## src/common/pzx_pkg.sv

```systemverilog
package pzx_pkg;

    // ------------------------------------------------------------
    // Host registers and tape encoding
    // ------------------------------------------------------------
    localparam logic [7:0] reg_data     = 8'hfd;
    localparam logic [7:0] reg_data_inc = 8'hfc;
    localparam logic [7:0] reg_addr     = 8'hfb;

    localparam logic [7:0] tag_stop  = 8'd1;
    localparam logic [7:0] tag_pulse = 8'd2;
    localparam logic [7:0] tag_pause = 8'd4;   // Anything else is a full stop

    localparam int tape_addr_w    = 12;
    localparam int dur_scale_log2 = 3;         // One duration unit is 8 clocks

    // ------------------------------------------------------------
    // Types
    // ------------------------------------------------------------
    typedef logic [7:0]             byte_t;
    typedef logic [tape_addr_w-1:0] tape_addr_t;
    typedef logic [30:0]            duration_t;
    typedef logic [14:0]            pulse_count_t;

    typedef struct packed {
        byte_t addr;
        logic  rd;
        logic  wr;
        byte_t wdata;
    } host_bus_t;

    // Hold marks a pause, otherwise the timer toggles count times
    typedef struct packed {
        logic         hold;
        logic         set_level;
        logic         level;
        pulse_count_t count;
        duration_t    duration;
    } timer_cmd_t;

endpackage
```

## src/player/block_decoder.sv

```systemverilog
`timescale 1ns/1ps

module block_decoder (
    input  logic                clk,
    input  logic                arst_n,
    input  logic                play_toggle,
    input  logic                stop_req,
    output pzx_pkg::tape_addr_t rd_addr,
    input  pzx_pkg::byte_t      rd_data,
    output pzx_pkg::timer_cmd_t cmd,
    output logic                cmd_valid,
    input  logic                cmd_ready,
    output logic                playing
);
    import pzx_pkg::*;

    typedef enum logic [2:0] {
        ST_TAG,
        ST_LEN,
        ST_PAUSE,
        ST_PWORD,
        ST_PDUR,
        ST_PEXT,
        ST_ISSUE
    } state_t;

    state_t      state_q;
    tape_addr_t  ptr_q;
    logic        phase_q;      // rd_data holds the byte at ptr_q
    logic [1:0]  byte_cnt_q;
    logic [1:0]  last_byte;
    logic [31:0] field_q;
    logic [31:0] field_next;
    logic [15:0] word;
    byte_t       tag_q;
    logic [31:0] len_q;
    logic        first_q;      // Next pulse command opens its block
    timer_cmd_t  cmd_q;
    logic        playing_q;

    always_comb begin
        case (state_q)
            ST_TAG:           last_byte = 2'd0;
            ST_LEN, ST_PAUSE: last_byte = 2'd3;
            default:          last_byte = 2'd1;
        endcase
    end

    // Little endian fields fill from the top
    assign field_next = {rd_data, field_q[31:8]};
    assign word       = field_next[31:16];

    assign rd_addr   = ptr_q;
    assign cmd       = cmd_q;
    assign cmd_valid = (state_q == ST_ISSUE);
    assign playing   = playing_q;

    always_ff @(posedge clk or negedge arst_n) begin
        if (!arst_n) begin
            state_q    <= ST_TAG;
            ptr_q      <= '0;
            phase_q    <= 1'b0;
            byte_cnt_q <= 2'd0;
            field_q    <= '0;
            tag_q      <= '0;
            len_q      <= '0;
            first_q    <= 1'b0;
            cmd_q      <= '0;
            playing_q  <= 1'b0;
        end else if (stop_req) begin
            playing_q  <= 1'b0;
            ptr_q      <= '0;
            state_q    <= ST_TAG;
            phase_q    <= 1'b0;
            byte_cnt_q <= 2'd0;
        end else begin
            if (play_toggle) begin
                playing_q <= ~playing_q;
            end
            if (state_q == ST_ISSUE) begin
                if (cmd_ready) begin
                    first_q <= 1'b0;
                    state_q <= cmd_q.hold ? ST_TAG : ST_PWORD;
                end
            end else if (playing_q && state_q == ST_PWORD && len_q == '0) begin
                state_q <= ST_TAG;   // Block used up
            end else if (playing_q && !phase_q) begin
                phase_q <= 1'b1;
            end else if (playing_q) begin
                phase_q <= 1'b0;
                field_q <= field_next;
                ptr_q   <= ptr_q + tape_addr_t'(1);
                if (byte_cnt_q != last_byte) begin
                    byte_cnt_q <= byte_cnt_q + 2'd1;
                end else begin
                    byte_cnt_q <= 2'd0;
                    case (state_q)
                        ST_TAG: begin
                            tag_q   <= rd_data;
                            state_q <= ST_LEN;
                        end
                        ST_LEN: begin
                            len_q   <= field_next;
                            state_q <= ST_TAG;
                            case (tag_q)
                                tag_pulse: begin
                                    first_q <= 1'b1;
                                    state_q <= ST_PWORD;
                                end
                                tag_pause: state_q <= ST_PAUSE;
                                tag_stop: begin
                                    playing_q <= 1'b0;
                                    ptr_q <= ptr_q + tape_addr_t'(1)
                                           + field_next[tape_addr_w-1:0];
                                end
                                default: begin
                                    playing_q <= 1'b0;   // Full stop, rewind
                                    ptr_q     <= '0;
                                end
                            endcase
                        end
                        ST_PAUSE: begin
                            cmd_q.hold      <= 1'b1;
                            cmd_q.set_level <= 1'b1;
                            cmd_q.level     <= field_next[31];
                            cmd_q.count     <= pulse_count_t'(1);
                            cmd_q.duration  <= field_next[30:0];
                            state_q         <= ST_ISSUE;
                        end
                        ST_PWORD, ST_PDUR: begin
                            len_q <= len_q - 32'd2;
                            if (state_q == ST_PWORD) begin
                                cmd_q.hold      <= 1'b0;
                                cmd_q.set_level <= first_q;
                                cmd_q.level     <= 1'b0;
                                cmd_q.count     <= pulse_count_t'(1);
                            end
                            if (state_q == ST_PWORD && word > 16'h8000) begin
                                cmd_q.count <= word[14:0];   // Repeat count word
                                state_q     <= ST_PDUR;
                            end else if (word[15]) begin
                                cmd_q.duration <= {word[14:0], 16'h0000};
                                state_q        <= ST_PEXT;
                            end else begin
                                cmd_q.duration <= {15'h0000, word};
                                state_q        <= ST_ISSUE;
                            end
                        end
                        ST_PEXT: begin
                            len_q                <= len_q - 32'd2;
                            cmd_q.duration[15:0] <= word;
                            state_q              <= ST_ISSUE;
                        end
                        default: state_q <= ST_TAG;
                    endcase
                end
            end
        end
    end

endmodule

```

## config.mk

```make
export PLATFORM = sky130hd
export DESIGN_NAME = block_decoder
export DESIGN_NICKNAME = d
export VERILOG_FILES = /design/src/common/pzx_pkg.sv /design/src/player/block_decoder.sv
export SDC_FILE = /design/constraint.sdc
export NUM_CORES = 1
export LEC_CHECK = 0
export BUFFER_PORTS_ARGS = -buffer_cell sky130_fd_sc_hd__buf_2
export CORE_UTILIZATION = 45
export DETAILED_ROUTE_END_ITERATION = 8
export PLACE_DENSITY = 0.66
export REMOVE_ABC_BUFFERS = 1
export SKIP_CTS_REPAIR_TIMING = 1
export SLEW_MARGIN = 20
export SYNTH_ARGS = -nofsm -noshare
export SYNTH_HDL_FRONTEND = slang
export SYNTH_SLANG_ARGS = --single-unit
```

## constraint.sdc

```tcl
create_clock -name clk -period 3.1 [get_ports clk]
set_clock_uncertainty 0.15 [all_clocks]
set_input_delay 0.62 -clock clk [delete_from_list [all_inputs] [get_ports clk]]
set_output_delay 0.62 -clock clk [all_outputs]
set_load 0.01 [all_outputs]
```

Word level (Yosys, flattened, before mapping) --
Cells that the tools add are included.
Cells by class: $add $sub $neg 4, magnitude comparators 1, equal/unequal tests 23, multiplexer cells 56, bitwise logic cells 6, reductions and logical operators 32
Operators with widths (count):
- two-way mux 12 bit | 7
- one-hot mux 33 bit (2 select lines) | 1
- one-hot mux 32 bit (2 select lines) | 1
- two-way mux 31 bit | 2
- one-hot mux 16 bit (3 select lines) | 1
- AND reduction 8 bit | 5
- logical NOT 32 bit | 1
- subtractor 32 x 2 -> 32 bit (second input constant) | 1
- one-hot mux 12 bit (2 select lines) | 1
- two-way mux 1 bit | 22
- two-way mux 3 bit | 7
- two-way mux 18 bit | 1
- two-way mux 2 bit | 9
- greater-than comparator 16 bit (second input constant) | 1
- inequality test 2 bit (second input constant) | 8
- two-way mux 15 bit | 1
- AND reduction 7 bit | 2
- adder 12 x 1 -> 12 bit (second input constant) | 1
- adder 12 bit | 1
- one-hot mux 3 bit (4 select lines) | 1
- nonzero test 2 bit | 6
- == test 3 bit (second input constant) | 3
- == test 8 x 1 -> 1 bit (second input constant) | 1
- == test 8 x 2 -> 1 bit (second input constant) | 1
- other kinds (21) | 37
Word-level totals: register bits after elaboration 141, output and inout port bits 63, word-level logic and storage cells 137

Longest topological paths before layout --
Gate-level depths: netlist of the first run.
depth in word-level cells 10, mapped depth 12, gate-level depth less buffers 11

Least setup slack after synthesis of the first run --
No wires, ideal clock.
path kind reg2reg, start point register state_q[0], end point register cmd_q, in the netlist cmd[10], setup time 125 ps, data arrival time 2726 ps, data required time 2825 ps, path slack 99 ps, stages on the path, launching flop included 12, path buffers 4, period minus slack after synthesis 3001 ps, cell sequence dfrtp_1 > buf_2 > and3b_1 > and4_1 > and3_1 > buf_6 > or3_1 > buf_6 > nand2b_4 > a211oi_4 > buf_6 > mux2_4
On the way: cells in the longest elaborated chain, start to end 6, elaborated cells between the ends (all ways) 21
Ends and longest elaborated chain:
- start: declaration | RTL line block_decoder.sv:27 | state_t state_q;
- start signal: assignment | RTL line block_decoder.sv:83 | state_q <= cmd_q.hold ? ST_TAG : ST_PWORD;
- == test 3 x 2 -> 1 bit / == test 3 x 1 -> 1 bit (equally long branches) | RTL line block_decoder.sv:42, block_decoder.sv:97
- OR reduction 2 bit | RTL line block_decoder.sv:42 | case (state_q)
- one-hot mux 2 bit (2 select lines) | RTL line block_decoder.sv:42
- inequality test 2 bit | RTL line block_decoder.sv:93 | if (byte_cnt_q != last_byte) begin
- NOT 1 bit (no source line)
- AND reduction 8 bit (no source line)
- end: declaration | RTL line block_decoder.sv:38 | timer_cmd_t cmd_q;
Parallel ways exist; a longest one is shown, timed or not. A chain may end at the register's enable or synchronous reset.

Worst setup path in the final report of the first run --
start point register len_q[25], end point register tag_q[0]
On the way: cells in the longest elaborated chain, start to end 4
Ends and longest elaborated chain:
- start: declaration | RTL line block_decoder.sv:36 | logic [31:0] len_q;
- start signal: assignment | RTL line block_decoder.sv:103 | len_q <= field_next;
- start signal: assignment | RTL line block_decoder.sv:131 | len_q <= len_q - 32'd2;
- start signal: assignment | RTL line block_decoder.sv:150 | len_q <= len_q - 32'd2;
- logical NOT 32 bit | RTL line block_decoder.sv:85 | end else if (playing_q && state_q == ST_PWORD && len_q == '0) begin
- logical AND 1 bit | RTL line block_decoder.sv:85
- NOT 1 bit (no source line)
- AND reduction 7 bit (no source line)
- end signal: assignment | RTL line block_decoder.sv:99 | tag_q <= rd_data;
- end: declaration | RTL line block_decoder.sv:35 | byte_t tag_q;
Every way passes these cells.

==> results.md, run 1 <==
- Antenna diode count: 0
- Sequential Area: roughly 3300 um^2
- Grt ovf: 0
- Synthesized flop and latch total: around 130
- Fin. Hold Viols: 47
- Pwr dens: ~570 nW/um^2
- Peak supply drop: about 0.00044 V
- WP data arrival: 3.11 ns
- Post-synth top area share: 0.453
- Final worst path period need: slightly below 3 ns
- Fraction of power consumed by sequential logic: 0.425
- FP Rows: 46
- Most frequent cells after synthesis: dfrtp_1 (133), nand2_1 (84), o21ai_0 (62)
- Violated checks: hold timing
- Via/cell ratio: 5.94
- CORE AREA: 15900 um^2
- Largest net degree at the start of global routing: slightly above 70
- Vias in the first global route: around 6200
- CTS tree: done
- Met3 usage: 0.0480
- Antenna violations before repair: 0
- Critical path startpoint: len_q[25]$_DFFE_PN0P_
- Post-DP HPWL: 14200 um
- Synth Flop Type: dfrtp_1
- Number of buffers created by CTS: 17
- Final Wtd Congestion: 0.930
- Slowest-stage cell, CP: or4_1
- Vias: between 6000 and 7000
- Synth Instances: 761
- DRT Pass-1 Iters: 5
- Clk sinks: about 130
- Distinct cells, synth: between 60 and 70
- DP Worst Slack: 0.192 ns
- Port Buf Inserts: between 70 and 80
- Leak: approximately 0.0042 uW
- Post-layout power: 5040 uW
- Power share of the combinational group: 0.171
- Die height: between 100 and 150 um
- Clock share of power: 0.404
- Final setup vio count: 0
- Startpoint Class: flip-flop
- Synthesized area: approximately 7300 um^2
- Critical Path Sink Type: flip-flop
- Reg2reg path depth: 8
- Final Worst Setup Slack: between 0.15 and 0.2 ns
- Reg clk slew, reported paths: roughly 0.06 ns
- Number of max-cap violations: 0
- Worst slew pin tran: 0.625 ns
- CP Max Fanout: 8
- Switching part of the total: 0.297
- Fin nets: 886
- Initial Utilization: 0.462
- Sw power: around 1500 uW
- Area grow syn2layout: 20.2%
- Met2 global-route usage: 0.404
- Area occupied by multi-input gates: around 3700 um^2
- Global-route usage over all layers: 0.255
- Routed wire per std cell: roughly 19 um
- Fmax: about 0.34 GHz
- Most common cell in the synthesized netlist: dfrtp_1
- Clock latency at the later pin of the worst-skew pair: roughly 0.43 ns
- YS warnings: 0
- Top Ports: 76
- Root buffer cell: clkbuf_16
- Share of layout cells above drive strength 1: 0.252
- Most Used Layer, Global Route: met2
- Largest area contributor in the synthesized netlist: dfrtp_1
- Chip width: about 130 um
- Post-synth ARST share: 1.00
- Pint: about 3500 uW
- Die footprint: ~17000 um^2
- Pins Over Slew Limit: 0
- Residual DRC count: 0
- Sequential element share of the synthesized area: 0.453
- Post-synth EDFFs: 0
- Reg-to-reg slack, setup: around 0.16 ns
- Hold slack: -0.0175 ns
- CTS H-tree depth: 4
- Critical path type: reg -> reg
- Fin crit share: 0.950
- RSZ-0062 raised after global routing: false
- WP data required: 3.26 ns
- Area contributors post-synth: dfrtp_1 (45%), mux2_2 (5.8%), nand2_1 (4.3%)
- Hold Crit Class: in -> async
- First-pass GRT wire length: 32700 um
- Post-route ant nets: 0
- Avg Cell Area, Syn: ~9.6 um^2
- Layout fillers: between 1000 and 1500
- DR iter-0 viols: between 400 and 500
- Critical R2R Launch: len_q[25]$_DFFE_PN0P_
- Rel. slew slack: 0.579
- Status: finished, violations left
- Bufs on Longest Clock Path: 2
- Worst stage delay on the critical path: about 0.53 ns
- Total Routed Length: a little over 20000 um
- Critical path cell sequence: or4_1 > nor4_1 > buf_4 > and3_1 > or3_1 > nand2b_4 > or2_2 > mux2_2
- Met1 usage: 0.343
## through the flow
stage | hold WS [ns] | std cells | area [um^2] | util | TNS (ns)
2_1_floorplan | 0.174 | 717 | 7130 | - | -54.56
3_3_place_gp | 0.297 | 1053 | 8220 | 0.518 | 0
3_5_place_dp | 0.308 | 1053 | 8220 | 0.518 | 0
4_1_cts | -0.00469 | 1085 | 8810 | 0.555 | 0
5_1_grt | 0.0180 | 1085 | 8820 | 0.555 | 0
6_report | -0.0175 | 1085 | 8820 | 0.555 | 0
## critical path, delay by kind of cell, from the launching register on
kind | cells | cell delay, ns
multiplexers | 1 | 0.36
flip-flops | 1 | 0.42
buffers and inverters | 1 | 0.20
AND/OR/NAND/NOR | 6 | 1.69
## final cells by class
type,instances,area share
Multi-Input combinational cell,561,0.424
Sequential cell,133,0.377
Timing Repair Buffer,120,0.0915
Clock buffer,20,0.0506
Tap cell,216,0.0306
Clock inverter,12,0.0163
Inverter,23,0.00978
## cell usage in the layout, fill, tap and decap left out, types with 10 or more instances in the layout
cell type / n
ha_1: 16
xnor2_1: 12
a22oi_1: 17
or4_1: 10
or3_1: 11
mux2_2: 38
buf_2: 74
mux2_4: 10
nand2_1: 84
nand3_1: 32
a21oi_1: 51
nor3_1: 32
dfrtp_1: 133
inv_1: 23
nor2_1: 43
buf_4: 38
mux2i_1: 15
nor4_1: 10
clkbuf_16: 17
a22o_1: 15
o21ai_0: 62
## logic make-up after synthesis
family | synth area share
compound gates | 0.166
xor+xnor | 0.0239
mux | 0.0992
buf+inv | 0.0406
simple gates | 0.187
flops | 0.453
fa+ha+maj | 0.0300
## power groups by stage
stage          combinational, uW  clock, uW  sequential (uW)
6_report                     864       2040             2140
5_1_grt                      942       2120             2170
4_1_cts                      861       2050             2140
3_5_place_dp                 855          0             2170
3_3_place_gp                 830          0             2160
2_1_floorplan                498          0             2120
## registers in the layout, indices dropped and copies added (netlist names)
name	flops
first_q	1
field_q	24
byte_cnt_q	2
tag_q	8
cmd	49
len_q	32
state_q	3
phase_q	1
rd_addr	12
playing	1
## metal layers
layer | up-vias | wire length, um
met5 | - | 0
met1 | 3195 | 9050
met4 | 0 | 514
met2 | 250 | 9660
met3 | 43 | 1080
li1 | 2960 | -
## final timing paths
kind / to
max in group asynchronous: len_q[26]$_DFFE_PN0P_
hold reg to reg: cmd[45]$_DFFE_PN0P_
setup / recovery: tag_q[0]$_DFFE_PN0P_
hold / removal: rd_addr[5]$_DFFE_PN0P_
min in group clk: playing$_DFF_PN0_
setup reg to reg: tag_q[0]$_DFFE_PN0P_
No activity file was read; power rests on OpenSTA's default activity.
==> inputs of run 2 (changes only) <==
--- a/config.mk
+++ b/config.mk
@@ -8,7 +8,7 @@
 export BUFFER_PORTS_ARGS = -buffer_cell sky130_fd_sc_hd__buf_2
 export CORE_UTILIZATION = 45
 export DETAILED_ROUTE_END_ITERATION = 8
-export PLACE_DENSITY = 0.66
+export PLACE_DENSITY_LB_ADDON = 0.12
 export REMOVE_ABC_BUFFERS = 1
 export SKIP_CTS_REPAIR_TIMING = 1
 export SLEW_MARGIN = 20
==> results.md, run 2 (synthesized netlist as in run 1, its figures left out) <==
- Status: finished clean (was finished, violations left)
- Met2 global-route usage: 0.421 (was 0.404)
- DP Worst Slack: 0.113 ns (was 0.192 ns)
- Placed Area: 8240 um^2 (was 8220 um^2)
- Final worst path period need: 2.93 ns (was 2.94 ns)
- Fin nets: 887 (was 886)
- CORE AREA: 15900 um^2 (unchanged)
- Most Used Layer, Global Route: met2 (unchanged)
- Bufs on Longest Clock Path: 2 (unchanged)
- CP Max Fanout: 6 (was 8)
- Most frequent cells in the layout: dfrtp_1 (133), nand2_1 (84), buf_2 (74), o21ai_0 (62), a21oi_1 (51) (unchanged)
- Final setup vio count: 0 (unchanged)
- Fin. Hold Viols: 0 (was 47)
- Grt ovf: 0 (unchanged)
- Residual DRC count: 0 (unchanged)
- Antenna diode count: 0 (unchanged)
- Routed wire per std cell: 19.0 um (was 18.7 um)
- Clk sinks: 133 (unchanged)
- Startpoint Class: flip-flop (unchanged)
- Met1 usage: 0.356 (was 0.343)
- Critical Path Sink Type: flip-flop (unchanged)
- R2r endpoint: rd_addr[7]$_DFFE_PN0P_ (was tag_q[0]$_DFFE_PN0P_)
- Peak supply drop: 0.000471 V (was 0.000443 V)
- CTS tree: done (unchanged)
- Die footprint: 16800 um^2 (unchanged)
- Utilization after layout: 0.558 (was 0.555)
- DRT Pass-1 Iters: 4 (was 5)
- WHS Endpoint: playing$_DFF_PN0_
- Leak: 0.00416 uW (was 0.00415 uW)
- Post-DP HPWL: 14500 um (was 14200 um)
- Final Wtd Congestion: 0.851 (was 0.930)
- Vias: 6308 (was 6448)
- Antenna violations before repair: 0 (unchanged)
- Global-route usage over all layers: 0.260 (was 0.255)
- Worst stage delay on the critical path: 0.65 ns (was 0.53 ns)
- WP data required: 3.29 ns (was 3.26 ns)
- Die height: 130 um (unchanged)
- Worst hold stages: 3
- Reg2reg path depth: 7 (was 8)
- FP Rows: 46 (unchanged)
- Worst slew pin tran: 0.636 ns (was 0.625 ns)
- Setup Total Neg Slack: 0 ns (unchanged)
- Initial Utilization: 0.462 (unchanged)
- Fin crit share: 0.947 (was 0.950)
- Reg clk slew, reported paths: 0.07 ns (was 0.06 ns)
- Number of buffers created by CTS: 17 (unchanged)
- Final Worst Setup Slack: 0.165 ns (was 0.155 ns)
- Vias in the first global route: 6102 (was 6245)
- Clock latency at the later pin of the worst-skew pair: 0.44 ns (was 0.43 ns)
- Root buffer cell: clkbuf_16 (unchanged)
- Port Buf Inserts: 75 (unchanged)
- Total Routed Length: 20600 um (was 20300 um)
- DR iter-0 viols: 328 (was 483)
- Largest net degree at the start of global routing: 72 (was 71)
- Chip width: 130 um (unchanged)
- Share of layout cells above drive strength 1: 0.255 (was 0.252)
- CTS H-tree depth: 4 (unchanged)
- HP Start: play_toggle
- Met3 usage: 0.0414 (was 0.0480)
- Critical path cell sequence: or4_1 > nor4_2 > buf_4 > nor4_1 > or4_1 > or4_1 > o211ai_1 (was or4_1 > nor4_1 > buf_4 > and3_1 > or3_1 > nand2b_4 > or2_2 > mux2_2)
- First-pass GRT wire length: 32800 um (was 32700 um)
- Area grow syn2layout: 20.7% (was 20.2%)
- Pwr dens: 565 nW/um^2 (was 572 nW/um^2)
- Rel. slew slack: 0.572 (was 0.579)
- Cell mode on critical path: or4_1
- Pins Over Slew Limit: 0 (unchanged)
- Number of flip-flops in the largest register: 49 (unchanged)
- RSZ-0062 raised after global routing: false (unchanged)
- Post-route ant nets: 0 (unchanged)
- Hold Crit Class: in -> reg (was in -> async)
- Post-route cell area: 8860 um^2 (was 8820 um^2)
- Top Ports: 76 (unchanged)
- Number of max-cap violations: 0 (unchanged)
- Most common cell after layout, fill and taps aside: dfrtp_1 (unchanged)
- Slowest-stage cell, CP: or4_1 (unchanged)
- Reg-to-reg slack, setup: 0.17 ns (was 0.16 ns)
- Fmax: 0.341 GHz (was 0.340 GHz)
- Critical R2R Launch: tag_q[5]$_DFFE_PN0P_ (was len_q[25]$_DFFE_PN0P_)
- Critical path type: reg -> reg (unchanged)
- Post-layout power: 5000 uW (was 5040 uW)
- WP data arrival: 3.13 ns (was 3.11 ns)
- Via/cell ratio: 5.81 (was 5.94)
## run 2: cell count changes in the layout (fill, tap and decap cells not counted), moves of 2 or more
cell | previous run | this run
inv_8 | 0 | 7
bufinv_16 | 2 | 0
clkinv_4 | 2 | 0
clkinvlp_4 | 3 | 1
inv_6 | 5 | 3
clkinv_8 | 0 | 4
clkbuf_1 | 2 | 0
## run 2: layer usage
| layer | wire [um] | up-vias | part of all wire |
|---|---|---|---|
| met2 | 10000 | 178 | 0.48 |
| met5 | 0 | - | 0 |
| met3 | 955 | 25 | 0.046 |
| met4 | 289 | 0 | 0.014 |
| met1 | 9380 | 3145 | 0.45 |
| li1 | - | 2960 | - |
## run 2: cell type report
cell class | count | area, um^2
timing repair buffer | 121 | 830
clock buffer | 17 | 425
sequential | 133 | 3330
tap | 216 | 270
inverter | 23 | 86.3
multi-input combinational | 561 | 3740
clock inverter | 15 | 178
fill | 1458 | 7030
## run 2: worst max-delay path, delay by kind of cell (launching register included)
kind | cells | cell delay, ns
buf+inv | 1 | 0.18
flops | 1 | 0.38
simple gates | 5 | 2.06
compound gates | 1 | 0.09
## run 2: how the worst max path moves through the flow
stage	startpoint	endpoint
6_report	tag_q[5]$_DFFE_PN0P_	rd_addr[7]$_DFFE_PN0P_
5_1_grt	rd_addr[1]$_DFFE_PN0P_	rd_addr[11]$_DFFE_PN0P_
4_1_cts	tag_q[5]$_DFFE_PN0P_	rd_addr[7]$_DFFE_PN0P_
3_5_place_dp	tag_q[5]$_DFFE_PN0P_	rd_addr[7]$_DFFE_PN0P_
3_3_place_gp	tag_q[5]$_DFFE_PN0P_	rd_addr[7]$_DFFE_PN0P_
2_1_floorplan	state_q[0]$_DFFE_PN0P_	cmd[10]$_DFFE_PN0P_
## run 2: metrics by stage
stage                     instances  hold slack (ns)
after detailed placement       1053            0.303
after global placement         1053            0.297
after floorplan                 717            0.174
final                          1086            0.312
after global routing           1086            0.311
after CTS                      1085          -0.0902
## run 2: where the power goes
group	total [uW]	internal (uW)	switching (uW)
sequential	2190	1920	271
clock	2030	1090	935
combinational	783	382	400
==> inputs of run 3 (changes only) <==
--- a/config.mk
+++ b/config.mk
@@ -9,6 +9,7 @@
 export CORE_UTILIZATION = 45
 export DETAILED_ROUTE_END_ITERATION = 8
 export PLACE_DENSITY_LB_ADDON = 0.12
+export RECOVER_POWER = 100
 export REMOVE_ABC_BUFFERS = 1
 export SKIP_CTS_REPAIR_TIMING = 1
 export SLEW_MARGIN = 20
==> results.md, run 3 (synthesized netlist as in run 1, its figures left out) <==
- Number of max-cap violations: 1 (was 0)
- Vias in the first global route: 6102 (unchanged)
- Status: finished, violations left (was finished clean)
- CORE AREA: 15900 um^2 (unchanged)
- CP Max Fanout: 6 (unchanged)
- WP data required: 3.29 ns (about the same)
- Antenna violations before repair: 0 (unchanged)
- Reg clk slew, reported paths: 0.06 ns (was 0.07 ns)
- Placed Area: 8240 um^2 (unchanged)
- Sequential Area: 3330 um^2 (unchanged)
- Largest net degree at the start of global routing: 72 (unchanged)
- Post-DP HPWL: 14500 um (unchanged)
- Rel. slew slack: -0.145 (was 0.572)
- Grt ovf: 0 (unchanged)
- DP Worst Slack: 0.113 ns (unchanged)
- Layout fillers: 1494 (was 1458)
- Residual DRC count: 0 (unchanged)
- WHS Endpoint: playing$_DFF_PN0_ (unchanged)
- DRT Pass-1 Iters: 5 (was 4)
- Antenna diode count: 0 (unchanged)
- Die height: 130 um (unchanged)
- Reg-to-reg slack, setup: 0.16 ns (was 0.17 ns)
- DR iter-0 viols: 328 (unchanged)
- Final Wtd Congestion: 0.851 (unchanged)
- Final setup vio count: 0 (unchanged)
- CTS H-tree depth: 4 (unchanged)
- Worst hold stages: 3 (unchanged)
- Vias: 6323 (was 6308)
- Die footprint: 16800 um^2 (unchanged)
- Final Worst Setup Slack: 0.162 ns (was 0.165 ns)
- Top Ports: 76 (unchanged)
- Critical path type: reg -> reg (unchanged)
- Clk sinks: 133 (unchanged)
- Hold slack: 0.311 ns (was 0.312 ns)
- RSZ-0062 raised after global routing: false (unchanged)
- Bufs on Longest Clock Path: 2 (unchanged)
- Share of layout cells above drive strength 1: 0.170 (was 0.255)
- Area occupied by multi-input gates: 3690 um^2 (was 3740 um^2)
- Worst slew pin tran: 1.72 ns (was 0.636 ns)
- Pins Over Slew Limit: 29 (was 0)
- First-pass GRT wire length: 32800 um (unchanged)
- Initial Utilization: 0.462 (unchanged)
- Peak supply drop: 0.000471 V (about the same)
- FP Rows: 46 (unchanged)
- Number of flip-flops in the largest register: 49 (unchanged)
- Pwr dens: 575 nW/um^2 (was 565 nW/um^2)
- WP data arrival: 3.13 ns (about the same)
- Reg2reg path depth: 7 (unchanged)
- HP Start: play_toggle (unchanged)
- Critical Path Sink Type: flip-flop (unchanged)
- CTS tree: done (unchanged)
- Post-route cell area: 8680 um^2 (was 8860 um^2)
- Most common cell after layout, fill and taps aside: dfrtp_1 (unchanged)
- Total Routed Length: 20600 um (about the same)
- Final worst path period need: 2.94 ns (was 2.93 ns)
- Critical R2R Launch: tag_q[5]$_DFFE_PN0P_ (unchanged)
- Global-route usage over all layers: 0.260 (unchanged)
- Startpoint Class: flip-flop (unchanged)
- Violated checks: capacitance limit, slew limit
- Port Buf Inserts: 75 (unchanged)
- Via/cell ratio: 5.82 (was 5.81)
- Fin. Hold Viols: 0 (unchanged)
- Post-route ant nets: 0 (unchanged)
- Root buffer cell: clkbuf_16 (unchanged)
- Leak: 0.00392 uW (was 0.00416 uW)
- Chip width: 130 um (unchanged)
- Routed wire per std cell: 18.9 um (was 19.0 um)
- Hold Crit Class: in -> reg (unchanged)
- Fmax: 0.340 GHz (was 0.341 GHz)
- Number of buffers created by CTS: 17 (unchanged)
- Clock latency at the later pin of the worst-skew pair: 0.44 ns (about the same)
- Area grow syn2layout: 18.2% (was 20.7%)
- Fin crit share: 0.948 (was 0.947)
- R2r endpoint: rd_addr[7]$_DFFE_PN0P_ (unchanged)
- Fin nets: 887 (unchanged)
- Most frequent cells in the layout: dfrtp_1 (133), nand2_1 (84), o21ai_0 (64), clkbuf_1 (64), a21oi_1 (51) (was dfrtp_1 (133), nand2_1 (84), buf_2 (74), o21ai_0 (62), a21oi_1 (51))
-- run 3: changes by cell type in the layout (fill, tap and decap cells not counted), moves of 2 or more --
| cell | change |
|---|---|
| a211oi_4 | -2 |
| o21ai_1 | -2 |
| buf_4 | -11 |
| buf_12 | -2 |
| o21ai_0 | +2 |
| clkbuf_1 | +64 |
| mux2_4 | -8 |
| mux2_1 | +8 |
| clkbuf_2 | +3 |
| clkbuf_4 | +4 |
| buf_2 | -58 |
-- run 3: through the flow --
step / setup TNS, ns / utilization / power (uW) / instances
after floorplan: -54.56 / - / 2610 / 717
after CTS: 0 / 0.556 / 5030 / 1085
after global routing: 0 / 0.546 / 5200 / 1086
after global placement: 0 / 0.518 / 2960 / 1053
after detailed placement: 0 / 0.518 / 3000 / 1053
final: 0 / 0.546 / 4990 / 1086
-- run 3: worst max-delay path by stage --
stage	start	end	slack, ns
detailed placement	tag_q[5]$_DFFE_PN0P_	rd_addr[7]$_DFFE_PN0P_	0.11
finish	tag_q[5]$_DFFE_PN0P_	rd_addr[7]$_DFFE_PN0P_	0.16
CTS	tag_q[5]$_DFFE_PN0P_	rd_addr[7]$_DFFE_PN0P_	0.08
global route	rd_addr[1]$_DFFE_PN0P_	rd_addr[11]$_DFFE_PN0P_	0.01
floorplan	state_q[0]$_DFFE_PN0P_	cmd[10]$_DFFE_PN0P_	-1.57
global placement	tag_q[5]$_DFFE_PN0P_	rd_addr[7]$_DFFE_PN0P_	0.19
-- run 3: critical path, cell delays in order (launching register included) --
cell and delay [ns]:
dfrtp_1 0.38, or4_1 0.57, nor4_2 0.33, clkbuf_1 0.17, nor4_1 0.07, or4_1 0.65
or4_1 0.44, o211ai_1 0.09
-- run 3: layout make-up --
| cell class | count | area share |
|---|---|---|
| inverters | 23 | 0.00995 |
| repair buffers | 121 | 0.0809 |
| flip-flops and latches | 133 | 0.384 |
| multi-input cells | 561 | 0.425 |
| clock buffers | 17 | 0.0490 |
| clock inverters | 15 | 0.0205 |
| well taps | 216 | 0.0312 |
-- run 3: where the power goes --
group,internal (uW),switching (uW)
clock network,1090,935
registers,1920,272
logic,369,399
total,3380,1610
-- run 3: metal layers --
layer / routed length [um] / vias up / track usage
li1: - / 2962 / -
met3: 900 / 26 / 0.0414
met2: 9930 / 173 / 0.421
met5: 0 / - / 0
met1: 9400 / 3162 / 0.356
met4: 321 / 0 / 0.0923
